===== src/verilog/uart_rx_pkg.sv =====
`default_nettype none

package uart_rx_pkg;

    localparam int num_channels     = 4;
    localparam int channel_idx_bits = 2;

    // Frame shape: start, 8 data LSB first, even parity, stop
    localparam int oversample = 16;  // Sample ticks per bit
    localparam int data_bits  = 8;

    localparam int divisor_bits = 16;

    // clk cycles per sample tick, indexed by baud_select
    // Entries 0 and 1 keep simulation short, the rest assume a 25 MHz clk
    localparam logic [divisor_bits-1:0] baud_divisors [8] = '{
        16'd1,
        16'd3,
        16'd14,   // 115200
        16'd27,   // 57600
        16'd41,   // 38400
        16'd81,   // 19200
        16'd163,  // 9600
        16'd326   // 4800
    };

    typedef enum logic [1:0] {
        rx_ok,
        rx_parity_err,
        rx_frame_err
    } rx_status_t;

    typedef enum logic [2:0] {
        st_idle,
        st_start,
        st_data,
        st_parity,
        st_stop,
        st_hold
    } rx_state_t;

    typedef enum logic [1:0] {
        dr_scan,
        dr_req,
        dr_wait_low
    } drain_state_t;

endpackage

`default_nettype wire


===== src/verilog/uart_baud_gen.sv =====
`default_nettype none

module uart_baud_gen (
    input  logic       clk,
    input  logic       reset,
    input  logic [2:0] baud_select,
    output logic       sample_tick
);

    import uart_rx_pkg::*;

    logic [divisor_bits-1:0] count;
    logic [divisor_bits-1:0] reload;
    logic [2:0]              select_q;  // Last seen baud_select

    assign reload = baud_divisors[baud_select] - 1'b1;

    always_ff @(posedge clk or posedge reset) begin
        if (reset) begin
            count       <= '0;
            select_q    <= 3'd0;
            sample_tick <= 1'b0;
        end else begin
            select_q <= baud_select;
            if (baud_select != select_q) begin
                // Rate changed, start a fresh period
                count       <= reload;
                sample_tick <= 1'b0;
            end else if (count == '0) begin
                count       <= reload;
                sample_tick <= 1'b1;
            end else begin
                count       <= count - 1'b1;
                sample_tick <= 1'b0;
            end
        end
    end

endmodule

`default_nettype wire


===== src/verilog/uart_rx_channel.sv =====
`default_nettype none

module uart_rx_channel (
    input  logic                    clk,
    input  logic                    reset,
    input  logic                    rx_en,
    input  logic                    rxd,
    input  logic                    sample_tick,
    input  logic                    take,
    output logic                    valid,
    output logic [7:0]              data,
    output uart_rx_pkg::rx_status_t status
);

    import uart_rx_pkg::*;

    typedef logic [$clog2(oversample)-1:0] sample_cnt_t;
    typedef logic [$clog2(data_bits)-1:0]  bit_cnt_t;

    logic [1:0]           sync;        // Two-flop synchronizer
    logic                 rxd_s;
    logic [1:0]           hist;        // Previous two samples
    sample_cnt_t          sample_cnt;  // Sample index within the bit
    bit_cnt_t             bit_cnt;
    logic [data_bits-1:0] shreg;
    logic                 noisy;       // Some vote was split
    logic                 parity_err;
    logic                 vote_now;
    logic                 vote;
    logic                 unanimous;
    rx_state_t            state;

    assign rxd_s = sync[1];

    // Window is samples 7, 8 and 9, resolved on the tick of sample 9
    assign vote_now  = sample_tick && (sample_cnt == sample_cnt_t'(oversample / 2 + 1));
    assign vote      = (hist[1] & hist[0]) | (hist[1] & rxd_s) | (hist[0] & rxd_s);
    assign unanimous = (hist[1] & hist[0] & rxd_s) | ~(hist[1] | hist[0] | rxd_s);

    assign valid = (state == st_hold);
    assign data  = shreg;

    always_ff @(posedge clk or posedge reset) begin
        if (reset) begin
            sync       <= 2'b11;
            hist       <= 2'b11;
            sample_cnt <= '0;
            bit_cnt    <= '0;
            noisy      <= 1'b0;
            parity_err <= 1'b0;
            state      <= st_idle;
        end else begin
            sync <= {sync[0], rxd};
            if (sample_tick) begin
                hist       <= {hist[0], rxd_s};
                sample_cnt <= sample_cnt + 1'b1;
            end

            if (vote_now && state inside {st_start, st_data, st_parity, st_stop}) begin
                noisy <= noisy | ~unanimous;
            end

            case (state)
                st_idle: begin
                    if (rx_en && sample_tick && !rxd_s) begin
                        // This zero is sample 0 of the start bit
                        sample_cnt <= sample_cnt_t'(1);
                        noisy      <= 1'b0;
                        parity_err <= 1'b0;
                        state      <= st_start;
                    end
                end
                st_start: begin
                    if (vote_now) begin
                        if (vote) begin
                            state <= st_idle;  // False start
                        end else begin
                            bit_cnt <= '0;
                            state   <= st_data;
                        end
                    end
                end
                st_data: begin
                    if (vote_now) begin
                        bit_cnt <= bit_cnt + 1'b1;
                        if (bit_cnt == bit_cnt_t'(data_bits - 1)) begin
                            state <= st_parity;
                        end
                    end
                end
                st_parity: begin
                    if (vote_now) begin
                        parity_err <= (vote != ^shreg);  // Even parity
                        state      <= st_stop;
                    end
                end
                st_stop: begin
                    if (vote_now) begin
                        state <= st_hold;
                    end
                end
                st_hold: begin
                    if (take) begin
                        state <= st_idle;
                    end
                end
                default: state <= st_idle;
            endcase

            // Disable drops a frame in flight but keeps a held result
            if (!rx_en && state != st_hold) begin
                state <= st_idle;
            end
        end
    end

    always_ff @(posedge clk) begin
        if (state == st_data && vote_now) begin
            shreg <= {vote, shreg[data_bits-1:1]};  // LSB arrives first
        end
        if (state == st_stop && vote_now) begin
            if (!vote || noisy || !unanimous) begin
                status <= rx_frame_err;
            end else if (parity_err) begin
                status <= rx_parity_err;
            end else begin
                status <= rx_ok;
            end
        end
    end

endmodule

`default_nettype wire


===== src/verilog/uart_rx_drain.sv =====
`default_nettype none

module uart_rx_drain (
    input  logic                                         clk,
    input  logic                                         reset,
    input  logic [uart_rx_pkg::num_channels-1:0]         valid,
    input  logic [7:0]                                   data [uart_rx_pkg::num_channels],
    input  uart_rx_pkg::rx_status_t                      status [uart_rx_pkg::num_channels],
    output logic [uart_rx_pkg::num_channels-1:0]         take,
    output logic                                         out_req,
    input  logic                                         out_ack,
    output logic [7:0]                                   out_data,
    output logic [uart_rx_pkg::channel_idx_bits-1:0]     out_channel,
    output uart_rx_pkg::rx_status_t                      out_status
);

    import uart_rx_pkg::*;

    drain_state_t                state;
    logic [channel_idx_bits-1:0] last;   // Channel served most recently
    logic [channel_idx_bits-1:0] pick;
    logic                        found;

    // Round-robin search starting one past the last channel served
    always_comb begin
        logic [channel_idx_bits-1:0] idx;
        found = 1'b0;
        pick  = last;
        for (int k = 1; k <= num_channels; k++) begin
            idx = last + channel_idx_bits'(k);
            if (!found && valid[idx]) begin
                found = 1'b1;
                pick  = idx;
            end
        end
    end

    always_ff @(posedge clk or posedge reset) begin
        if (reset) begin
            state   <= dr_scan;
            out_req <= 1'b0;
            take    <= '0;
            last    <= channel_idx_bits'(num_channels - 1);  // First search starts at 0
        end else begin
            take <= '0;
            case (state)
                dr_scan: begin
                    if (found && !out_ack) begin
                        out_req <= 1'b1;
                        state   <= dr_req;
                    end
                end
                dr_req: begin
                    if (out_ack) begin
                        out_req           <= 1'b0;
                        take[out_channel] <= 1'b1;  // Release the channel
                        last              <= out_channel;
                        state             <= dr_wait_low;
                    end
                end
                dr_wait_low: begin
                    if (!out_ack) begin
                        state <= dr_scan;
                    end
                end
                default: state <= dr_scan;
            endcase
        end
    end

    // Result is captured with the rise of out_req
    always_ff @(posedge clk) begin
        if (state == dr_scan && found && !out_ack) begin
            out_data    <= data[pick];
            out_channel <= pick;
            out_status  <= status[pick];
        end
    end

endmodule

`default_nettype wire


===== src/verilog/uart_rx_top.sv =====
`default_nettype none

module uart_rx_top (
    input  logic                                     clk,
    input  logic                                     reset,
    input  logic [2:0]                               baud_select,
    input  logic [uart_rx_pkg::num_channels-1:0]     rx_en,
    input  logic [uart_rx_pkg::num_channels-1:0]     rxd,
    output logic                                     out_req,
    input  logic                                     out_ack,
    output logic [7:0]                               out_data,
    output logic [uart_rx_pkg::channel_idx_bits-1:0] out_channel,
    output uart_rx_pkg::rx_status_t                  out_status
);

    import uart_rx_pkg::*;

    logic                    sample_tick;  // Shared by all channels
    logic [num_channels-1:0] valid;
    logic [num_channels-1:0] take;
    logic [7:0]              data [num_channels];
    rx_status_t              status [num_channels];

    uart_baud_gen i_baud_gen (
        .clk         (clk),
        .reset       (reset),
        .baud_select (baud_select),
        .sample_tick (sample_tick)
    );

    for (genvar i = 0; i < num_channels; i++) begin : g_channel
        uart_rx_channel i_channel (
            .clk         (clk),
            .reset       (reset),
            .rx_en       (rx_en[i]),
            .rxd         (rxd[i]),
            .sample_tick (sample_tick),
            .take        (take[i]),
            .valid       (valid[i]),
            .data        (data[i]),
            .status      (status[i])
        );
    end

    uart_rx_drain i_drain (
        .clk         (clk),
        .reset       (reset),
        .valid       (valid),
        .data        (data),
        .status      (status),
        .take        (take),
        .out_req     (out_req),
        .out_ack     (out_ack),
        .out_data    (out_data),
        .out_channel (out_channel),
        .out_status  (out_status)
    );

endmodule

`default_nettype wire

===== config.mk =====
export PLATFORM = sky130hd
export DESIGN_NAME = uart_rx_top
export DESIGN_NICKNAME = d
export VERILOG_FILES = /design/src/verilog/uart_rx_pkg.sv /design/src/verilog/uart_baud_gen.sv /design/src/verilog/uart_rx_channel.sv /design/src/verilog/uart_rx_drain.sv /design/src/verilog/uart_rx_top.sv
export SDC_FILE = /design/constraint.sdc
export NUM_CORES = 1
export LEC_CHECK = 0
export BUFFER_PORTS_ARGS = -buffer_cell sky130_fd_sc_hd__buf_2
export CORE_MARGIN = 2
export CORE_UTILIZATION = 50
export CTS_BUF_LIST = sky130_fd_sc_hd__clkbuf_8
export DETAILED_ROUTE_END_ITERATION = 6
export GPL_ROUTABILITY_DRIVEN = 0
export PLACE_DENSITY = 0.79
export RECOVER_POWER = 100
export REMOVE_ABC_BUFFERS = 1
export SLEW_MARGIN = 20
export SYNTH_ARGS = -nofsm -noshare
export SYNTH_HDL_FRONTEND = slang
export SYNTH_SLANG_ARGS = --single-unit

===== constraint.sdc =====
create_clock -name clk -period 7.1 [get_ports clk]
set_input_delay 0 -clock clk [delete_from_list [all_inputs] [get_ports clk]]
set_output_delay 0 -clock clk [all_outputs]
set_load 0.01 [all_outputs]

== Word level (Yosys, flattened, before mapping) ==
Memory sizes are Yosys's and may differ from the RTL's.
Index checks and enable logic that the tools add are counted.

* Bits in registers: 145
* Memories kept: 1
* ROM bits: 128
* Logic and storage cells: 444

* Reductions and logical operators: 101
* Order comparisons: 8
* Equality and inequality tests: 90
* Bitwise gates (word level): 50
* Add/subtract/negate cells: 13
* Muxes and demuxes: 135

{| class="wikitable"
|+ Memories
! name !! depth !! bits a word !! read ports !! clocked after memory_dff !! wr ports !! line !! text
|-
| (no name shown) || 8 || 16 || 1 || 0 || 0 || uart_baud_gen.sv:16 || <nowiki>assign reload = baud_divisors[baud_select] - 1'b1;</nowiki>
|}

{| class="wikitable"
|+ Operator list
! cell !! count
|-
| $mux W3 || 44
|-
| $pmux W3 S6 || 4
|-
| $mux W16 || 4
|-
| $ne A3 B2 Y1 const B || 20
|-
| $mux W4 || 14
|-
| $mux W1 || 37
|-
| $eq A3 B3 Y1 const B || 12
|-
| $logic_and A1 B1 Y1 || 35
|-
| $ne A2 B1 Y1 const B || 17
|-
| $reduce_xor A8 Y1 || 4
|-
| $sub A16 B1 Y16 const B || 2
|-
| $reduce_and A7 Y1 || 4
|-
| $mux W2 || 13
|-
| $eq A3 B2 Y1 const B || 8
|-
| $ne A3 B3 Y1 const B || 8
|-
| $or A1 B1 Y1 || 24
|-
| $pmux W3 S2 || 4
|-
| $logic_not A1 Y1 || 20
|-
| $reduce_and A3 Y1 || 6
|-
| $reduce_bool A2 Y1 || 9
|-
| $add A4 B1 Y4 const B || 4
|-
| $and A1 B1 Y1 || 16
|-
| $bmux W8 S2 || 1
|-
| $eq A4 B4 Y1 const B || 4
|-
| other kinds (30) || 83
|}

== Logic depth before layout (Yosys ltp) ==
* Depth in word-level cells: 17
* Mapped depth: 9
* Mapped depth without buffers: 8

== Cells and area by module ==
Synthesis repeated with hierarchy kept, for this count alone.

* Cell total of the unflattened synthesis: 627
* Area total of the unflattened synthesis: 7554.7 µm²

{| class="wikitable"
|+ By module, submodules not included
! module !! area an instance (µm²) !! instances !! cells each
|-
| uart_rx_channel || 1302.5 || 4 || 106
|-
| uart_baud_gen || 1194.9 || 1 || 110
|-
| uart_rx_drain || 1149.9 || 1 || 93
|}

== Least setup slack after synthesis ==
Ideal clock, no wire load.

* Kind: register to register
* From: register g_channel[1].i_channel.state[1]
* To: register i_drain.out_channel[0] (netlist bit), enable pin
* Data arrival time: 2078 ps
* Setup time: 412 ps
* Cell stages (with the launch flop): 6
* Clock period less this slack: 2490 ps
* Path slack: 4610 ps
* Data required time: 6688 ps
* Cell sequence: dfrtp_1 buf_2 nand3b_1 nand2_1 nor2_1 nor4_1

* Word-level cells in the longest chain between the ends: 15
* Elaborated cells between the ends (all ways): 21
* Those cells by class: eq/ne (1); mux (12); reduce/logical (8)

{| class="wikitable"
|+ RTL lines
! element !! line !! text
|-
| from (decl) || uart_rx_channel.sv:31 || <nowiki>rx_state_t state;</nowiki>
|-
| from (signal assigned) || uart_rx_channel.sv:51 || <nowiki>state <= st_idle;</nowiki>
|-
| from (signal assigned) || uart_rx_channel.sv:70 || <nowiki>state <= st_start;</nowiki>
|-
| from (signal assigned) || uart_rx_channel.sv:76 || <nowiki>state <= st_idle;</nowiki>
|-
| $eq A3 B3 Y1 (*) || uart_rx_channel.sv:40 || <nowiki>assign valid = (state == st_hold);</nowiki>
|-
| $bmux W1 S2 || uart_rx_drain.sv:31 || <nowiki>if (!found && valid[idx]) begin</nowiki>
|-
| $mux W1 (implied by the code) || uart_rx_drain.sv:31 ||
|-
| $mux W1 || uart_rx_drain.sv:31 ||
|-
| $logic_not A1 Y1 || uart_rx_drain.sv:31 ||
|-
| $logic_and A1 B1 Y1 || uart_rx_drain.sv:31 ||
|-
| $mux W1 || uart_rx_drain.sv:31 ||
|-
| $logic_not A1 Y1 || uart_rx_drain.sv:31 ||
|-
| $logic_and A1 B1 Y1 || uart_rx_drain.sv:31 ||
|-
| $mux W1 || uart_rx_drain.sv:31 ||
|-
| $logic_not A1 Y1 || uart_rx_drain.sv:31 ||
|-
| $logic_and A1 B1 Y1 || uart_rx_drain.sv:31 ||
|-
| $mux W1 (*) || uart_rx_drain.sv:31 ||
|-
| $logic_and A1 B1 Y1 (*) (2 in series) || uart_rx_drain.sv:73 || <nowiki>if (state == dr_scan && found && !out_ack) begin</nowiki>
|-
| to (signal assigned) || uart_rx_drain.sv:75 || <nowiki>out_channel <= pick;</nowiki>
|-
| to (decl) || uart_rx_drain.sv:13 || <nowiki>output logic [uart_rx_pkg::channel_idx_bits-1:0] out_channel,</nowiki>
|}

Every way passes the cells marked *; elsewhere a longest branch is shown, timed or not. The select of a mux whose other input is x is not followed.
A chain may end at the register's enable or synchronous reset.

==> results <==
- Counting distinct cell types in the post-synthesis netlist gives 73.
- In this run, synthesis produced a sequential element count of 145.
- Setup repair after global routing left no endpoint under its margin.
- The via count of the routed design is 5,221.
- The number of max-slew violations in the final report is 193.
- Setup violations remaining at the end of the flow were counted as 0.
- Leaving out fill and tap cells, the most frequent cells in the layout are 75 x dfrtp_1, 53 x nor2_1, 52 x edfxtp_1.
- The most instantiated flip-flop cell in the synthesis netlist is dfrtp_1.
- The uppermost signal routing layer after detailed routing is met4.
- The met2 layer wire length in the routed design is 7160 um.
- The reg2reg setup slack is 3330 ps.
- The portion of netlist area occupied by mux cells is 3.64%.
- The worst slack at placement is between 4000 and 5000 ps.
- Final hold analysis gives a worst-case slack of 180 ps.
- The simple-gate share of the synthesized area is between 10% and 20%.
- The path class of the tightest hold or removal check is in -> reg.
- The critical path class is in -> async.
- The area of placed instances is ~7600 um^2.
- 27 I/O pins were placed.
- In this run the static leakage power is 3.17 nW.
- The area fraction in compound gates after synthesis is 10.9%.
- Summed over all failing endpoints, the final setup total negative slack is 0 ps.
- The maximum level of the CTS H-tree is 4.
- The most common cell after layout, fill and taps aside is dfrtp_1.
- The root buffer cell is clkbuf_8.
- After the last flow step, the layout net total stands at 730.
- The overall die width is 125 um.
- The synthesized instance count is 670.
- Summing the sequential cell areas from Yosys gives 53.1% of the chip area.
- Between clock sinks in the finished design, the worst skew comes to 12.4 ps.
- The sum of routed wire length over all layers is 14,500 um.
- The first global-routing pass estimated 25,000 um of wire.
- The worst pin sits at a relative slew slack of -105%.
- The site row count is 44.
- The post-detailed-route DRC marker count is 0.
- The clock slew seen by the registers of the worst setup and hold paths is 80 ps.
- The buffer count from post-CTS setup fixing is 0.
- The detailed-route wire length per cell is 16.2 um.
- The number of fill cells in the layout is 1,216.
- Cells with a size suffix above 1 make up 10.7% of the layout.
- The area of the die is about 16,000 um^2.
- From bottom edge to top edge, the die measures 125 um.
- After layout, the minimum clock period comes to 3950 ps.
- At the later pin of the worst-skew pair, clock insertion delay measures 460 ps.
- TritonCTS built the clock tree.
- The number of cells on the worst reg-to-reg path is 4.
- STA puts the critical path data arrival time at around 3800 ps.
- The number of endpoints with negative hold slack in the final report is 0.
- The maximum number of pins on one net before global-route repair is 59.
- The number of CTS-inserted buffers is 17.
- In the finished design, the share of the clock period the worst path needs comes to 55.6%.
- For the worst setup path, the data required time is 6990 ps.
- Global routing used 19.5% of the available tracks.
- Relative to the synthesized area, the layout overhead comes to 10.1%.
- The CTS sink count is 145.
- The synthesized-area fraction occupied by xor and xnor cells is approximately 7.6%.
- Each instance of the synthesized netlist takes up on average 11.0 um^2.
- For this design the ratio of total power to cell area is 232 nW/um^2.
- The detail route stage leaves a number of antenna-violating nets equal to 0.
- Along the worst path, the maximum fanout reaches 58.
- The area share of fa/ha/maj cells after synthesis is 3.77%.
- In the routed layout, each cell is associated on average with a via count of ~5.8.
- After synthesis, the largest family of logic cells by area is simple AND/OR/NAND/NOR gates.
- The synthesis warning total is 0.
- Counting along the longest clock path gives a buffer depth of 2.
- The first TritonRoute pass finished after 4 iterations.
- The finished cells cover about 8100 um^2.
- The number of maximum-capacitance violations is 6.
- The worst hold path was traced through 2 stages.
- The worst setup path is captured at an async pin.
- At the pin with the least slew margin, the transition time is 3070 ps.
- The worst supply voltage drop on vdd is 0.114 mV.
- The combined area of all synthesized cells is 7360 um^2.
- The total met3 wirelength after detailed routing is 720 um.
- The number of input and output port buffers inserted is 26.
- Once layout is complete, the utilization of the core stands at between 50% and 60%.
- The number of global-route vias before repair is 5,271.
- After the first detailed-routing iteration, the DRC count stood at ~420.
- The global-route congestion overflow total is 0.
- The number of flops mapped to enable cells by yosys is 52.
- The initial antenna violation count is 0.
- The fmax is 253 MHz.
- Once routing completed, OpenROAD measured the worst setup slack at 3150 ps.
- The checks that failed: max-capacitance violations, max-slew violations.
- STA classifies the critical path startpoint as a primary input.
- Of all flip-flops after synthesis, the portion carrying an async set or reset was 64.1%.
- The run finished, with violations left.
- The placeable core area is 14,500 um^2.
- The number of antenna diodes in the final layout is 0.
- After legalization and detailed placement, the total HPWL measured 9970 um.
- The length of routed wiring on met1 is 6360 um.
- The initial utilization of the core area, before any placement, comes to about 51%.
[cell usage after synthesis, types with 11 or more instances]
| cell | number | area, um^2 |
|---|---|---|
| nand3b_1 | 13 | 97.6 |
| edfxtp_1 | 52 | 1560 |
| nand3_1 | 24 | 120 |
| xor2_1 | 18 | 158 |
| dfrtp_1 | 75 | 1880 |
| o21ai_0 | 42 | 210 |
| nor2_1 | 54 | 203 |
| nand2_1 | 49 | 184 |
| mux2i_1 | 11 | 110 |
| clkbuf_1 | 22 | 82.6 |
| xnor2_1 | 46 | 403 |
| inv_1 | 19 | 71.3 |
| ha_1 | 19 | 238 |
| dfstp_2 | 18 | 473 |
| mux2_2 | 13 | 146 |
| nor3_1 | 19 | 95.1 |
| a31oi_1 | 17 | 106 |
[per-stage QoR]
| stage | instances | power [W] |
|---|---|---|
| floorplan | 636 | 0.00114 |
| global placement | 849 | 0.00118 |
| detailed placement | 849 | 0.00120 |
| CTS | 894 | 0.00190 |
| global route | 894 | 0.00197 |
| finish | 894 | 0.00188 |
[logic make-up after synthesis]
group | count (synthesis)
and+or+nand+nor | 238
DFF | 145
AOI/OAI and AO/OA | 121
xor gates and xnor gates | 64
buffers and inverters | 54
muxes | 25
adders and majority gates | 23
[where the power goes]
part | switching, W | internal [W]
Sequential | 0.0000637 | 0.000919
Clock | 0.000323 | 0.000379
Combinational | 0.000105 | 0.0000934
[cell type report]
type	instances	area (um^2)	area share [%]
Clock buffer	17	234	2.88
Clock inverter	15	194	2.39
Inverter	20	76.3	0.941
Multi-Input combinational cell	471	3220	39.6
Sequential cell	145	3910	48.2
Tap cell	184	230	2.84
Timing Repair Buffer	42	250	3.08
[critical path: stages]
cell	delay [ps]
dlygate4sd3_1	530
buf_2	120
clkinvlp_2	890
clkbuf_1	2230
[path summary, 6_finish.rpt]
| kind | start | to |
|---|---|---|
| min reg2reg | g_channel[2].i_channel.sync[0] | g_channel[2].i_channel.sync[1] |
| max reg2reg | i_baud_gen.sample_tick | g_channel[0].i_channel.data[4] |
| min | rxd[1] | g_channel[1].i_channel.sync[0] |
| max in group clk | i_baud_gen.sample_tick | g_channel[0].i_channel.data[4] |
| min in group asynchronous | reset | g_channel[1].i_channel.sample_cnt[3] |
| max | reset | i_drain.take[1] |
[per-layer routing]
metal	GRT usage, %	vias to the layer above
met1	24.8	2577
li1	-	2492
met5	0	-
met2	32.0	122
met3	5.01	30
met4	8.17	0
[registers in the layout, indices dropped and copies added, names as in the netlist, 4 cells and up]
name,cells
g_channel.i_channel.data,32
g_channel.i_channel.sample_cnt,16
i_baud_gen.count,16
g_channel.i_channel.bit_cnt,12
g_channel.i_channel.state,12
g_channel.i_channel.hist,8
g_channel.i_channel.status,8
g_channel.i_channel.sync,8
i_drain.out_data,8
g_channel.i_channel.noisy,4
g_channel.i_channel.parity_err,4
i_drain.take,4
[timing repair]
| item | 4_1_cts | 5_1_grt |
|---|---|---|
| resized for setup | 0 | 0 |
| endpoints found under the hold margin | 78 | 0 |
| hold buffers | 13 | 0 |
Note: power is estimated with default switching activity, not from simulation.
